`src/uart_config.svh`:
```
`ifndef UART_CONFIG_SVH
`define UART_CONFIG_SVH

// Width of the clocks-per-bit divisor
`define UART_DIV_W 16

// Divisor after reset, 16 clocks per bit
// Small value keeps frames short in simulation
`define UART_DEFAULT_DIV 16

`endif

```
`src/uart_pkg.sv`:
```
`default_nettype none

`include "uart_config.svh"

package uart_pkg;

  typedef logic [7:0] byte_t;             // Serial data byte
  typedef logic [`UART_DIV_W-1:0] div_t;  // Clocks per bit
  typedef logic [3:0] count_t;            // Received characters, wraps at 16

  // Receiver FSM
  typedef enum logic [1:0] {
    RX_IDLE,       // Waiting for a start edge
    RX_START,      // Start edge seen, baud clock released
    RX_RECEIVING,  // Counting half-bit ticks
    RX_FINISH      // Byte ready, one-cycle strobe
  } rx_state_e;

  // Transmitter FSM
  typedef enum logic {
    TX_IDLE,
    TX_SHIFT
  } tx_state_e;

endpackage

`default_nettype wire

```
`src/uart_rx_if.sv`:
```
`timescale 1ns/1ps
`default_nettype none

// Receiver results on their way to the register block
interface uart_rx_if;

  uart_pkg::byte_t data;  // Valid while strobe is high
  logic strobe;           // One-cycle pulse per received frame
  logic frame_error;      // Stop bit was 0, valid with strobe
  logic busy;             // Receiver is inside a frame

  modport source (
    output data, strobe, frame_error, busy
  );

  modport sink (
    input data, strobe, frame_error, busy
  );

endinterface

`default_nettype wire

```
`src/uart_baud_gen.sv`:
```
`timescale 1ns/1ps
`default_nettype none

module uart_baud_gen #(
  parameter int HALF = 0  // Nonzero gives ticks at twice the baud rate
) (
  input  wire                 clk,
  input  wire                 rstn,
  input  wire                 restart,  // Holds the count at zero
  input  wire uart_pkg::div_t div,      // Clocks per bit
  output logic                tick      // One-cycle pulse at terminal count
);

  uart_pkg::div_t period;  // Clocks between ticks
  uart_pkg::div_t last;    // Terminal count
  uart_pkg::div_t cnt;

  assign period = (HALF != 0) ? (div >> 1) : div;
  assign last   = period - uart_pkg::div_t'(1);
  // A lowered divisor can leave cnt past last, so compare with >=
  assign tick   = !restart && (cnt >= last);

  always_ff @(posedge clk) begin
    if (!rstn || restart)
      cnt <= '0;                          // First tick one full period after release
    else if (cnt >= last)
      cnt <= '0;                          // Reload at terminal count
    else
      cnt <= cnt + uart_pkg::div_t'(1);
  end

  // Half-bit sampling needs at least two clocks per half period
  a_div_min: assert property (
    @(posedge clk) disable iff (!rstn)
    div >= uart_pkg::div_t'(4)
  );

endmodule

`default_nettype wire

```
`src/uart_rx.sv`:
```
`timescale 1ns/1ps
`default_nettype none

module uart_rx (
  input  wire        clk,
  input  wire        rstn,
  input  wire        rx,       // Serial line, already in the clk domain
  input  wire        tick,     // Half-bit tick from rx_baud
  output logic       restart,  // Keeps rx_baud cleared between frames
  uart_rx_if.source  rx_bus    // Byte, strobe and status to the register block
);

  uart_pkg::rx_state_e state;
  logic [4:0]          tick_num;  // Number of the next half-bit tick, 1 to 19
  uart_pkg::byte_t     shifter;   // LSB first, start bit falls out the bottom
  logic                stop_bit;  // Line level at the middle of the stop bit

  // Baud clock only runs inside a frame
  assign restart = (state == uart_pkg::RX_IDLE) || (state == uart_pkg::RX_FINISH);

  always_ff @(posedge clk) begin
    if (!rstn) begin
      state    <= uart_pkg::RX_IDLE;
      tick_num <= 5'd1;
    end else begin
      case (state)
        uart_pkg::RX_IDLE: begin
          tick_num <= 5'd1;
          if (!rx)
            state <= uart_pkg::RX_START;  // Falling start edge
        end

        uart_pkg::RX_START:
          state <= uart_pkg::RX_RECEIVING;  // Generator counts from here

        uart_pkg::RX_RECEIVING: begin
          if (tick) begin
            tick_num <= tick_num + 5'd1;
            // Line back high at the middle of the start bit was a glitch
            if (tick_num == 5'd1 && rx)
              state <= uart_pkg::RX_IDLE;
            else if (tick_num == 5'd19)
              state <= uart_pkg::RX_FINISH;  // Middle of the stop bit
          end
        end

        uart_pkg::RX_FINISH:
          state <= uart_pkg::RX_IDLE;

        default:
          state <= uart_pkg::RX_IDLE;
      endcase
    end
  end

  // Odd ticks land on bit middles
  // Ticks 1 to 17 cover start and data, tick 19 is the stop bit
  always_ff @(posedge clk) begin
    if (state == uart_pkg::RX_RECEIVING && tick) begin
      if (tick_num[0] && tick_num != 5'd19)
        shifter <= {rx, shifter[7:1]};  // Nine shifts leave only the data
      if (tick_num == 5'd19)
        stop_bit <= rx;
    end
  end

  assign rx_bus.data        = shifter;
  assign rx_bus.strobe      = (state == uart_pkg::RX_FINISH);
  assign rx_bus.frame_error = (state == uart_pkg::RX_FINISH) && !stop_bit;  // Stop bit low
  assign rx_bus.busy        = (state != uart_pkg::RX_IDLE);

  // Every frame gives a single strobe
  a_strobe_single: assert property (
    @(posedge clk) disable iff (!rstn)
    rx_bus.strobe |=> !rx_bus.strobe
  );

endmodule

`default_nettype wire

```
`src/uart_tx.sv`:
```
`timescale 1ns/1ps
`default_nettype none

module uart_tx (
  input  wire                  clk,
  input  wire                  rstn,
  input  wire                  tx_start,  // Taken only while idle
  input  wire uart_pkg::byte_t tx_data,
  input  wire                  tick,      // Bit tick from tx_baud
  output logic                 tx,        // Serial line, idles high
  output logic                 tx_busy,
  output logic                 restart    // Keeps tx_baud cleared while idle
);

  uart_pkg::tx_state_e state;
  logic [9:0]          frame;    // Stop, data, start, sent from bit 0
  logic [3:0]          bit_cnt;  // Bit now on the line, 0 to 9

  assign tx      = frame[0];
  assign tx_busy = (state == uart_pkg::TX_SHIFT);
  assign restart = (state == uart_pkg::TX_IDLE);

  always_ff @(posedge clk) begin
    if (!rstn) begin
      state   <= uart_pkg::TX_IDLE;
      frame   <= '1;  // Line high out of reset
      bit_cnt <= '0;
    end else begin
      case (state)
        uart_pkg::TX_IDLE: begin
          if (tx_start) begin
            frame   <= {1'b1, tx_data, 1'b0};  // Start bit goes out next cycle
            bit_cnt <= '0;
            state   <= uart_pkg::TX_SHIFT;
          end
        end

        uart_pkg::TX_SHIFT: begin
          if (tick) begin
            frame <= {1'b1, frame[9:1]};  // Ones fill in behind the frame
            if (bit_cnt == 4'd9)
              state <= uart_pkg::TX_IDLE;  // Stop bit done
            else
              bit_cnt <= bit_cnt + 4'd1;
          end
        end

        default:
          state <= uart_pkg::TX_IDLE;
      endcase
    end
  end

  // After ten shifts the frame register holds only ones
  a_idle_high: assert property (
    @(posedge clk) disable iff (!rstn)
    !tx_busy |-> tx
  );

endmodule

`default_nettype wire

```
`src/uart_regs.sv`:
```
`timescale 1ns/1ps
`default_nettype none

`include "uart_config.svh"

module uart_regs (
  input  wire                   clk,
  input  wire                   rstn,
  input  wire                   cfg_we,       // Divisor write, also clears frame_error
  input  wire uart_pkg::div_t   cfg_divisor,
  uart_rx_if.sink               rx_bus,
  output uart_pkg::div_t        div,          // Clocks per bit, to both generators
  output uart_pkg::byte_t       rx_data,      // Last received byte
  output logic                  rx_strobe,    // Aligned with rx_data
  output logic                  frame_error,  // Sticky
  output uart_pkg::count_t      rx_count      // Wraps past 15
);

  uart_pkg::div_t div_pend;  // Written value, applied once the receiver is idle

  always_ff @(posedge clk) begin
    if (!rstn) begin
      div_pend <= uart_pkg::div_t'(`UART_DEFAULT_DIV);
      div      <= uart_pkg::div_t'(`UART_DEFAULT_DIV);
    end else begin
      if (cfg_we)
        div_pend <= cfg_divisor;
      // Never change the bit period under a frame in progress
      if (!rx_bus.busy)
        div <= div_pend;
    end
  end

  always_ff @(posedge clk) begin
    if (!rstn) begin
      rx_strobe   <= 1'b0;
      rx_count    <= '0;
      frame_error <= 1'b0;
    end else begin
      rx_strobe <= rx_bus.strobe;
      if (rx_bus.strobe)
        rx_count <= rx_count + uart_pkg::count_t'(1);  // Good and bad frames alike
      // A new error wins over a clear in the same cycle
      if (rx_bus.strobe && rx_bus.frame_error)
        frame_error <= 1'b1;
      else if (cfg_we)
        frame_error <= 1'b0;
    end
  end

  always_ff @(posedge clk) begin
    if (rx_bus.strobe)
      rx_data <= rx_bus.data;  // Newest byte overwrites the last
  end

endmodule

`default_nettype wire

```
`src/uart_top.sv`:
```
`timescale 1ns/1ps
`default_nettype none

module uart_top (
  input  wire                  clk,
  input  wire                  rstn,
  input  wire                  rx,           // Serial input
  input  wire uart_pkg::byte_t tx_data,
  input  wire                  tx_start,
  input  wire                  cfg_we,
  input  wire uart_pkg::div_t  cfg_divisor,
  output logic                 tx,           // Serial output
  output logic                 tx_busy,
  output uart_pkg::byte_t      rx_data,
  output logic                 rx_strobe,
  output logic                 frame_error,
  output uart_pkg::count_t     rx_count
);

  uart_pkg::div_t div;  // Shared clocks-per-bit setting
  logic tx_tick;
  logic tx_restart;
  logic rx_tick;       // Half-bit rate
  logic rx_restart;

  uart_rx_if rx_bus ();

  // Bit-rate ticks for the transmitter
  uart_baud_gen #(.HALF(0)) tx_baud (
    .clk     (clk),
    .rstn    (rstn),
    .restart (tx_restart),
    .div     (div),
    .tick    (tx_tick)
  );

  // Twice the bit rate for mid-bit sampling
  uart_baud_gen #(.HALF(1)) rx_baud (
    .clk     (clk),
    .rstn    (rstn),
    .restart (rx_restart),
    .div     (div),
    .tick    (rx_tick)
  );

  uart_rx u_rx (
    .clk     (clk),
    .rstn    (rstn),
    .rx      (rx),
    .tick    (rx_tick),
    .restart (rx_restart),
    .rx_bus  (rx_bus.source)
  );

  uart_tx u_tx (
    .clk      (clk),
    .rstn     (rstn),
    .tx_start (tx_start),
    .tx_data  (tx_data),
    .tick     (tx_tick),
    .tx       (tx),
    .tx_busy  (tx_busy),
    .restart  (tx_restart)
  );

  uart_regs u_regs (
    .clk         (clk),
    .rstn        (rstn),
    .cfg_we      (cfg_we),
    .cfg_divisor (cfg_divisor),
    .rx_bus      (rx_bus.sink),
    .div         (div),
    .rx_data     (rx_data),
    .rx_strobe   (rx_strobe),
    .frame_error (frame_error),
    .rx_count    (rx_count)
  );

endmodule

`default_nettype wire

```
`config.mk`:
```
export PLATFORM = sky130hd
export DESIGN_NAME = uart_top
export DESIGN_NICKNAME = d
export VERILOG_FILES = /design/src/uart_pkg.sv /design/src/uart_rx_if.sv /design/src/uart_baud_gen.sv /design/src/uart_rx.sv /design/src/uart_tx.sv /design/src/uart_regs.sv /design/src/uart_top.sv
export VERILOG_INCLUDE_DIRS = /design/src /design/src/src
export SDC_FILE = /design/constraint.sdc
export NUM_CORES = 1
export LEC_CHECK = 0
export ABC_AREA = 1
export BUFFER_PORTS_ARGS = -buffer_cell sky130_fd_sc_hd__buf_4
export CORE_MARGIN = 5
export CORE_UTILIZATION = 55
export DETAILED_ROUTE_END_ITERATION = 7
export GPL_TIMING_DRIVEN = 0
export PLACE_DENSITY = 0.72
export SLEW_MARGIN = 20
export SYNTH_ARGS = -nofsm -noshare
export SYNTH_HDL_FRONTEND = slang
export SYNTH_SLANG_ARGS = --single-unit
```
`constraint.sdc`:
```
create_clock -name clk -period 3.8 [get_ports clk]
set_input_delay 0.38 -clock clk [delete_from_list [all_inputs] [get_ports clk]]
set_output_delay 0.38 -clock clk [all_outputs]
set_load 0.02 [all_outputs]
```
Word level (Yosys, flattened, before mapping)

Index checks and enable logic that the tools add are counted.

Bits in registers: 109
Input port bits: 29
Output and inout port bits: 16
Word-level logic and storage cells: 83

Add/sub/neg operators: 7
Order comparisons: 2
Equal/unequal tests: 13
Muxes and demuxes: 20
Bitwise gates (word level): 1
Reduce and logical (&&, ||, !) cells: 25

Operators with widths:

| cell                                                 | number |
|---|---|
| adder 16 x 1 -> 16 bit (second input constant)       | 2 |
| greater-or-equal comparator 16 bit                   | 2 |
| two-way mux 10 bit                                   | 2 |
| one-hot mux 10 bit (2 select lines)                  | 1 |
| subtractor 15 x 1 -> 16 bit (second input constant)  | 1 |
| subtractor 16 x 1 -> 16 bit (second input constant)  | 1 |
| two-way mux 4 bit                                    | 3 |
| one-hot mux 5 bit (2 select lines)                   | 1 |
| adder 4 x 1 -> 4 bit (second input constant)         | 2 |
| two-way mux 2 bit                                    | 4 |
| != test 2 bit (second input constant)                | 4 |
| one-hot mux 2 bit (4 select lines)                   | 1 |
| one-hot mux 4 bit (2 select lines)                   | 1 |
| AND reduction 2 bit                                  | 4 |
| logical AND 1 bit                                    | 7 |
| AND reduction 3 bit                                  | 2 |
| nonzero test 2 bit                                   | 3 |
| adder 5 x 1 -> 5 bit (second input constant)         | 1 |
| equality test 5 x 1 -> 1 bit (second input constant) | 1 |
| equality test 5 bit (second input constant)          | 1 |
| two-way mux 1 bit                                    | 5 |
| two-way mux 5 bit                                    | 1 |
| != test 5 bit (second input constant)                | 1 |
| equality test 2 bit (second input constant)          | 2 |
| 10 further kinds                                     | 15 |

Logic depth before layout (Yosys ltp)

Word-level depth: 6
Mapped depth: 18

By module

From an unflattened synthesis, not the netlist that was laid out.

Cells, all modules: 793
Area, all modules: 6050.8 µm²

By module, submodules not included:

| module                  | times used | cells each | area an instance (µm²) | sequential area each (µm²) |
|---|---|---|---|---|
| uart_regs               | 1          | 175        | 1580.3                 | 1001.0 |
| uart_baud_gen (tx_baud) | 1          | 226        | 1512.7                 | 320.3 |
| uart_baud_gen (rx_baud) | 1          | 221        | 1488.9                 | 320.3 |
| uart_rx                 | 1          | 78         | 765.7                  | 410.4 |
| uart_tx                 | 1          | 93         | 703.2                  | 280.3 |

Worst setup path after synthesis

OpenSTA, ideal clock, no wires.

Path type: register to register
Start point: reg u_regs.div[1]
End point: reg u_rx.shifter[0], in the netlist u_rx.rx_bus.data[0] (enable)
Setup time: 0.370 ns
Data arrival time: 2.538 ns
Required time: 3.430 ns
Setup slack: 0.892 ns
Cell stages (with the launch flop): 15
Clock period less this slack: 2.908 ns
Path through: dfxtp_1 > inv_1 > ha_1 > nand2_1 > nor3_1 > nand2_1 > xor2_1 > inv_1 > ha_1 > nand4_1 > nor3_1 > nand2_1 > nand2_1 > nand3_1 > nor2_1

Word-level cells in the longest chain between the ends: 5

Ends and longest elaborated chain:

| what                               | line                | text |
|---|---|---|
| start: declaration                 | uart_regs.sv:12     | `output uart_pkg::div_t div,` |
| start signal: assignment           | uart_regs.sv:24     | `` div <= uart_pkg::div_t'(`UART_DEFAULT_DIV); `` |
| start signal: assignment           | uart_regs.sv:30     | `div <= div_pend;` |
| subtractor 15 x 1 -> 16 bit        | uart_baud_gen.sv:19 | `assign last = period - uart_pkg::div_t'(1);` |
| greater-or-equal comparator 16 bit | uart_baud_gen.sv:21 | `assign tick = !restart && (cnt >= last);` |
| logical AND 1 bit                  | uart_baud_gen.sv:21 |  |
| logical AND 1 bit                  | uart_rx.sv:59       | `if (state == uart_pkg::RX_RECEIVING && tick) begin` |
| AND reduction 2 bit (no line)      | -                   |  |
| end signal: assignment             | uart_rx.sv:61       | `shifter <= {rx, shifter[7:1]};` |
| end: declaration                   | uart_rx.sv:15       | `uart_pkg::byte_t shifter;` |

Every way passes these cells.
A chain may end at the register's enable or synchronous reset.

Final worst setup path

Start point: reg u_regs.div[1]
End point: reg u_rx.shifter[7], in the netlist u_rx.rx_bus.data[7] (enable)

Same word-level chain as after synthesis.

==> results.md <==
* Status: finished clean
* Clk sink count at 108
* Sequential Power Share at 0.406
* RSZ-0062 raised after global routing: false
* Post-synth EDFFs at 17
* Filler cell count at 917
* Final min period at 3320 ps
* Post-Synthesis Cells at between 700 and 800
* Slew HR at 0.591
* Routed vias at 4804
* CTS max path bufs at 2
* Setup Skew at between 10 and 15 ps
* CTS Buf Count at 9
* Comb power frac at 0.386
* Synth top area cells: dfxtp_1 32%, ha_1 9.7%, edfxtp_1 9.0%
* Fin nets at 849
* Max Slew Vio Count at 0
* Final wirelength at 11800 um
* Post-Synth Adder-Cell Area at 0.0973
* Worst setup path category: register to register
* Global-route wire length before repair at 20400 um
* Die span in x at between 100 and 150 um
* Post-synthesis register bit count at 108
* Multi-input logic area at 2920 um^2
* CP Launch Type: register
* Xor and xnor fraction of the mapped netlist area at 0.0557
* Row cnt at 37
* Mux share of post-synthesis cell area at 0.0139
* Hold slack at between 200 and 250 ps
* Maximum resistive drop on vdd at 439 uV
* Crit. Startpoint: u_regs.div[1]$_SDFFE_PN0P_
* Wirelength per Cell at 12.8 um
* F_max at between 300 and 400 MHz
* Synthesized cell area at 5660 um^2
* CTS tree: done
* Htree depth at 3
* Most common cell in the netlist: nand2_1
* Area delta synth->final at 12.4%
* Endpoints failing setup at 0
* Die area at 12400 um^2
* Sum Neg Setup Slack at 0 ps
* Global Route Usage Sum at 0.197
* Synth Area in Compound Gates at 0.101
* Int Power at between 0.002 and 0.0025 W
* Largest net degree at the start of global routing at 19
* Final hold violations at 0
* Post-CTS setup buffer count at 0
* FF-to-FF Start: u_regs.div[1]$_SDFFE_PN0P_
* HP Start: cfg_divisor[4]
* Commonest cells post-synth: 126 x nand2_1, 97 x nor2_1, 91 x dfxtp_1
* Largest family of logic cells by synthesized area: simple AND/OR/NAND/NOR gates
* Worst path arrival time at 3400 ps
* Register area at 2330 um^2
* Initial Util at 0.556
* Switch share at 0.399
* Vias per cell at between 5 and 6
* IO Pins at 45
* Required @ worst endpoint at 3880 ps
* Period utilization at 0.874
* Die Span Y at 111 um
* ANT nets after route at 0
* Diodes inserted at 0
* I/O Buffers at 43
* Asr flop ratio synth at 0
* Gpl congestion at between 0.9 and 1
* CP Capture Type: register
* Ys flop type: dfxtp_1
* Fraction of layout cells with a size suffix above 1 at 0.118
* DP HPWL at 9060 um
* Avg Cell Area, Syn at 7.84 um^2
* Root buffer cell: clkbuf_8
* Area leader, netlist: dfxtp_1
* Worst Path Max Fanout at 9
* Drt first pass iters at 5
* Setup slack, reg-to-reg at 480 ps
* Synth warn at 0
* Overflow after GRT at 0
* Synth Area in Simple Gates at 0.247
* DR DRC count at 0
* Pwr per Cell Area at 544 nW/um^2
* Iter 0 DRT Violations at 317
* Clock transition at the registers of the reported paths at 100 ps
* Worst-Skew Late Latency at about 390 ps
* Slew @ Worst Pin at 614 ps
* Number of global-route vias before repair at ~4500
* Initial antenna violation count at 0
* Leak pwr at 2.80 nW
* Sequential area share after synthesis at 0.412
* Core ar. at between 10000 and 15000 um^2
* P_sw at 0.00138 W
* Hold WC Path Type: primary input to register
* Syn nets at about 800
* Area fraction of the dominant cell type after synthesis at 0.322
* Synth cell types at 39
* Clk pwr share at 0.208
* Max cap viols at 0
## worst paths after layout
kind / endpoint / cells after the start
worst min register to register: u_regs.rx_data[0]$_DFFE_PP_ / 0
worst min-delay path: u_regs.div_pend[4]$_SDFFE_PN1P_ / 3
worst max register to register: u_rx.rx_bus.data[7]$_DFFE_PP_ / 14
worst max-delay path: u_rx.rx_bus.data[7]$_DFFE_PP_ / 14
## power by group through the flow
stage	logic, W	registers [W]	clock network [W]
3_3_place_gp	0.00128	0.00142	0
4_1_cts	0.00134	0.00140	0.000742
2_1_floorplan	0.00101	0.00140	0
6_report	0.00134	0.00140	0.000719
5_1_grt	0.00153	0.00142	0.000793
3_5_place_dp	0.00133	0.00143	0
## per-layer routing
| layer | vias up | part of all wire | GRT usage |
|---|---|---|---|
| met2 | 113 | 0.48 | 0.325 |
| met5 | - | 0 | 0 |
| met1 | 2201 | 0.45 | 0.256 |
| met4 | 0 | 0.013 | 0.0560 |
| li1 | 2474 | - | - |
| met3 | 16 | 0.054 | 0.0500 |
## kinds of logic (layout without fill, tap and decap cells)
logic type,count (synthesis),after routing
AOI/OAI and AO/OA,104,104
xor gates and xnor gates,36,36
adders and majority gates,44,44
buffers and inverters,105,164
DFF,108,108
muxes,7,7
and+or+nand+nor,318,318
## registers in the layout, summed over array words and instances, names as in the netlist
register	flops
u_regs.rx_data	8
u_regs.rx_count	4
u_regs.div_pend	16
u_regs.div	16
rx_baud.cnt	16
u_rx.state	2
u_tx.bit_cnt	4
u_rx.tick_num	5
u_tx.tx_busy	1
u_tx.frame	9
u_regs.rx_strobe	1
u_rx.rx_bus.data	8
tx_baud.cnt	16
u_regs.frame_error	1
u_rx.stop_bit	1
## layout by cell type, fill, tap and decap left out, drive strengths merged, types with 2 or more instances in the layout
master  instances
nand3          37
nor3           20
nor4            5
inv            88
o21a            2
nand4          13
edfxtp         17
a31oi           3
clkinv          5
nand2         127
a21o            3
nor2          105
dfxtp          91
o31ai           2
clkbuf         23
buf            47
nor3b           4
o21ai          47
xnor2           7
mux2            7
xor2           29
a21oi          44
ha             44
or2             5
## what timing repair did
action	4_1_cts	5_1_grt
endpoints found under the setup margin	0	8
endpoints found under the hold margin	0	0
gates resized for setup	0	2
hold buffers	0	0
## worst max-delay path, stage by stage, from the launching register on
cell and delay, ps:
dfxtp_1 340, inv_1 190, ha_1 270, nand2_1 190, nor3_1 290, nand2_1 110
xor2_1 150, inv_1 60, ha_1 290, nand4_1 110, nor3_1 180, nand2_1 110
nand2_1 90, nand3_1 300, nor2_4 330
## cell type report
class                           count  area share
Timing Repair Buffer               43      0.0508
Clock inverter                      5      0.0106
Buffer                             16      0.0128
Sequential cell                   108       0.367
Inverter                           89      0.0525
Clock buffer                       11      0.0207
Multi-Input combinational cell    509       0.459
Tap cell                          136      0.0268
## through the flow
stage	setup slack, ps	total power (W)	std cells	area (um^2)	utilization
final	477	0.00346	917	6360	0.624
after global routing	117	0.00375	917	6360	0.624
after CTS	209	0.00348	917	6350	0.624
after detailed placement	211	0.00276	901	6150	0.604
after global placement	313	0.00270	901	6150	0.604
after floorplan	892	0.00242	722	5660	-
Note: power is estimated with default switching activity, not from simulation.
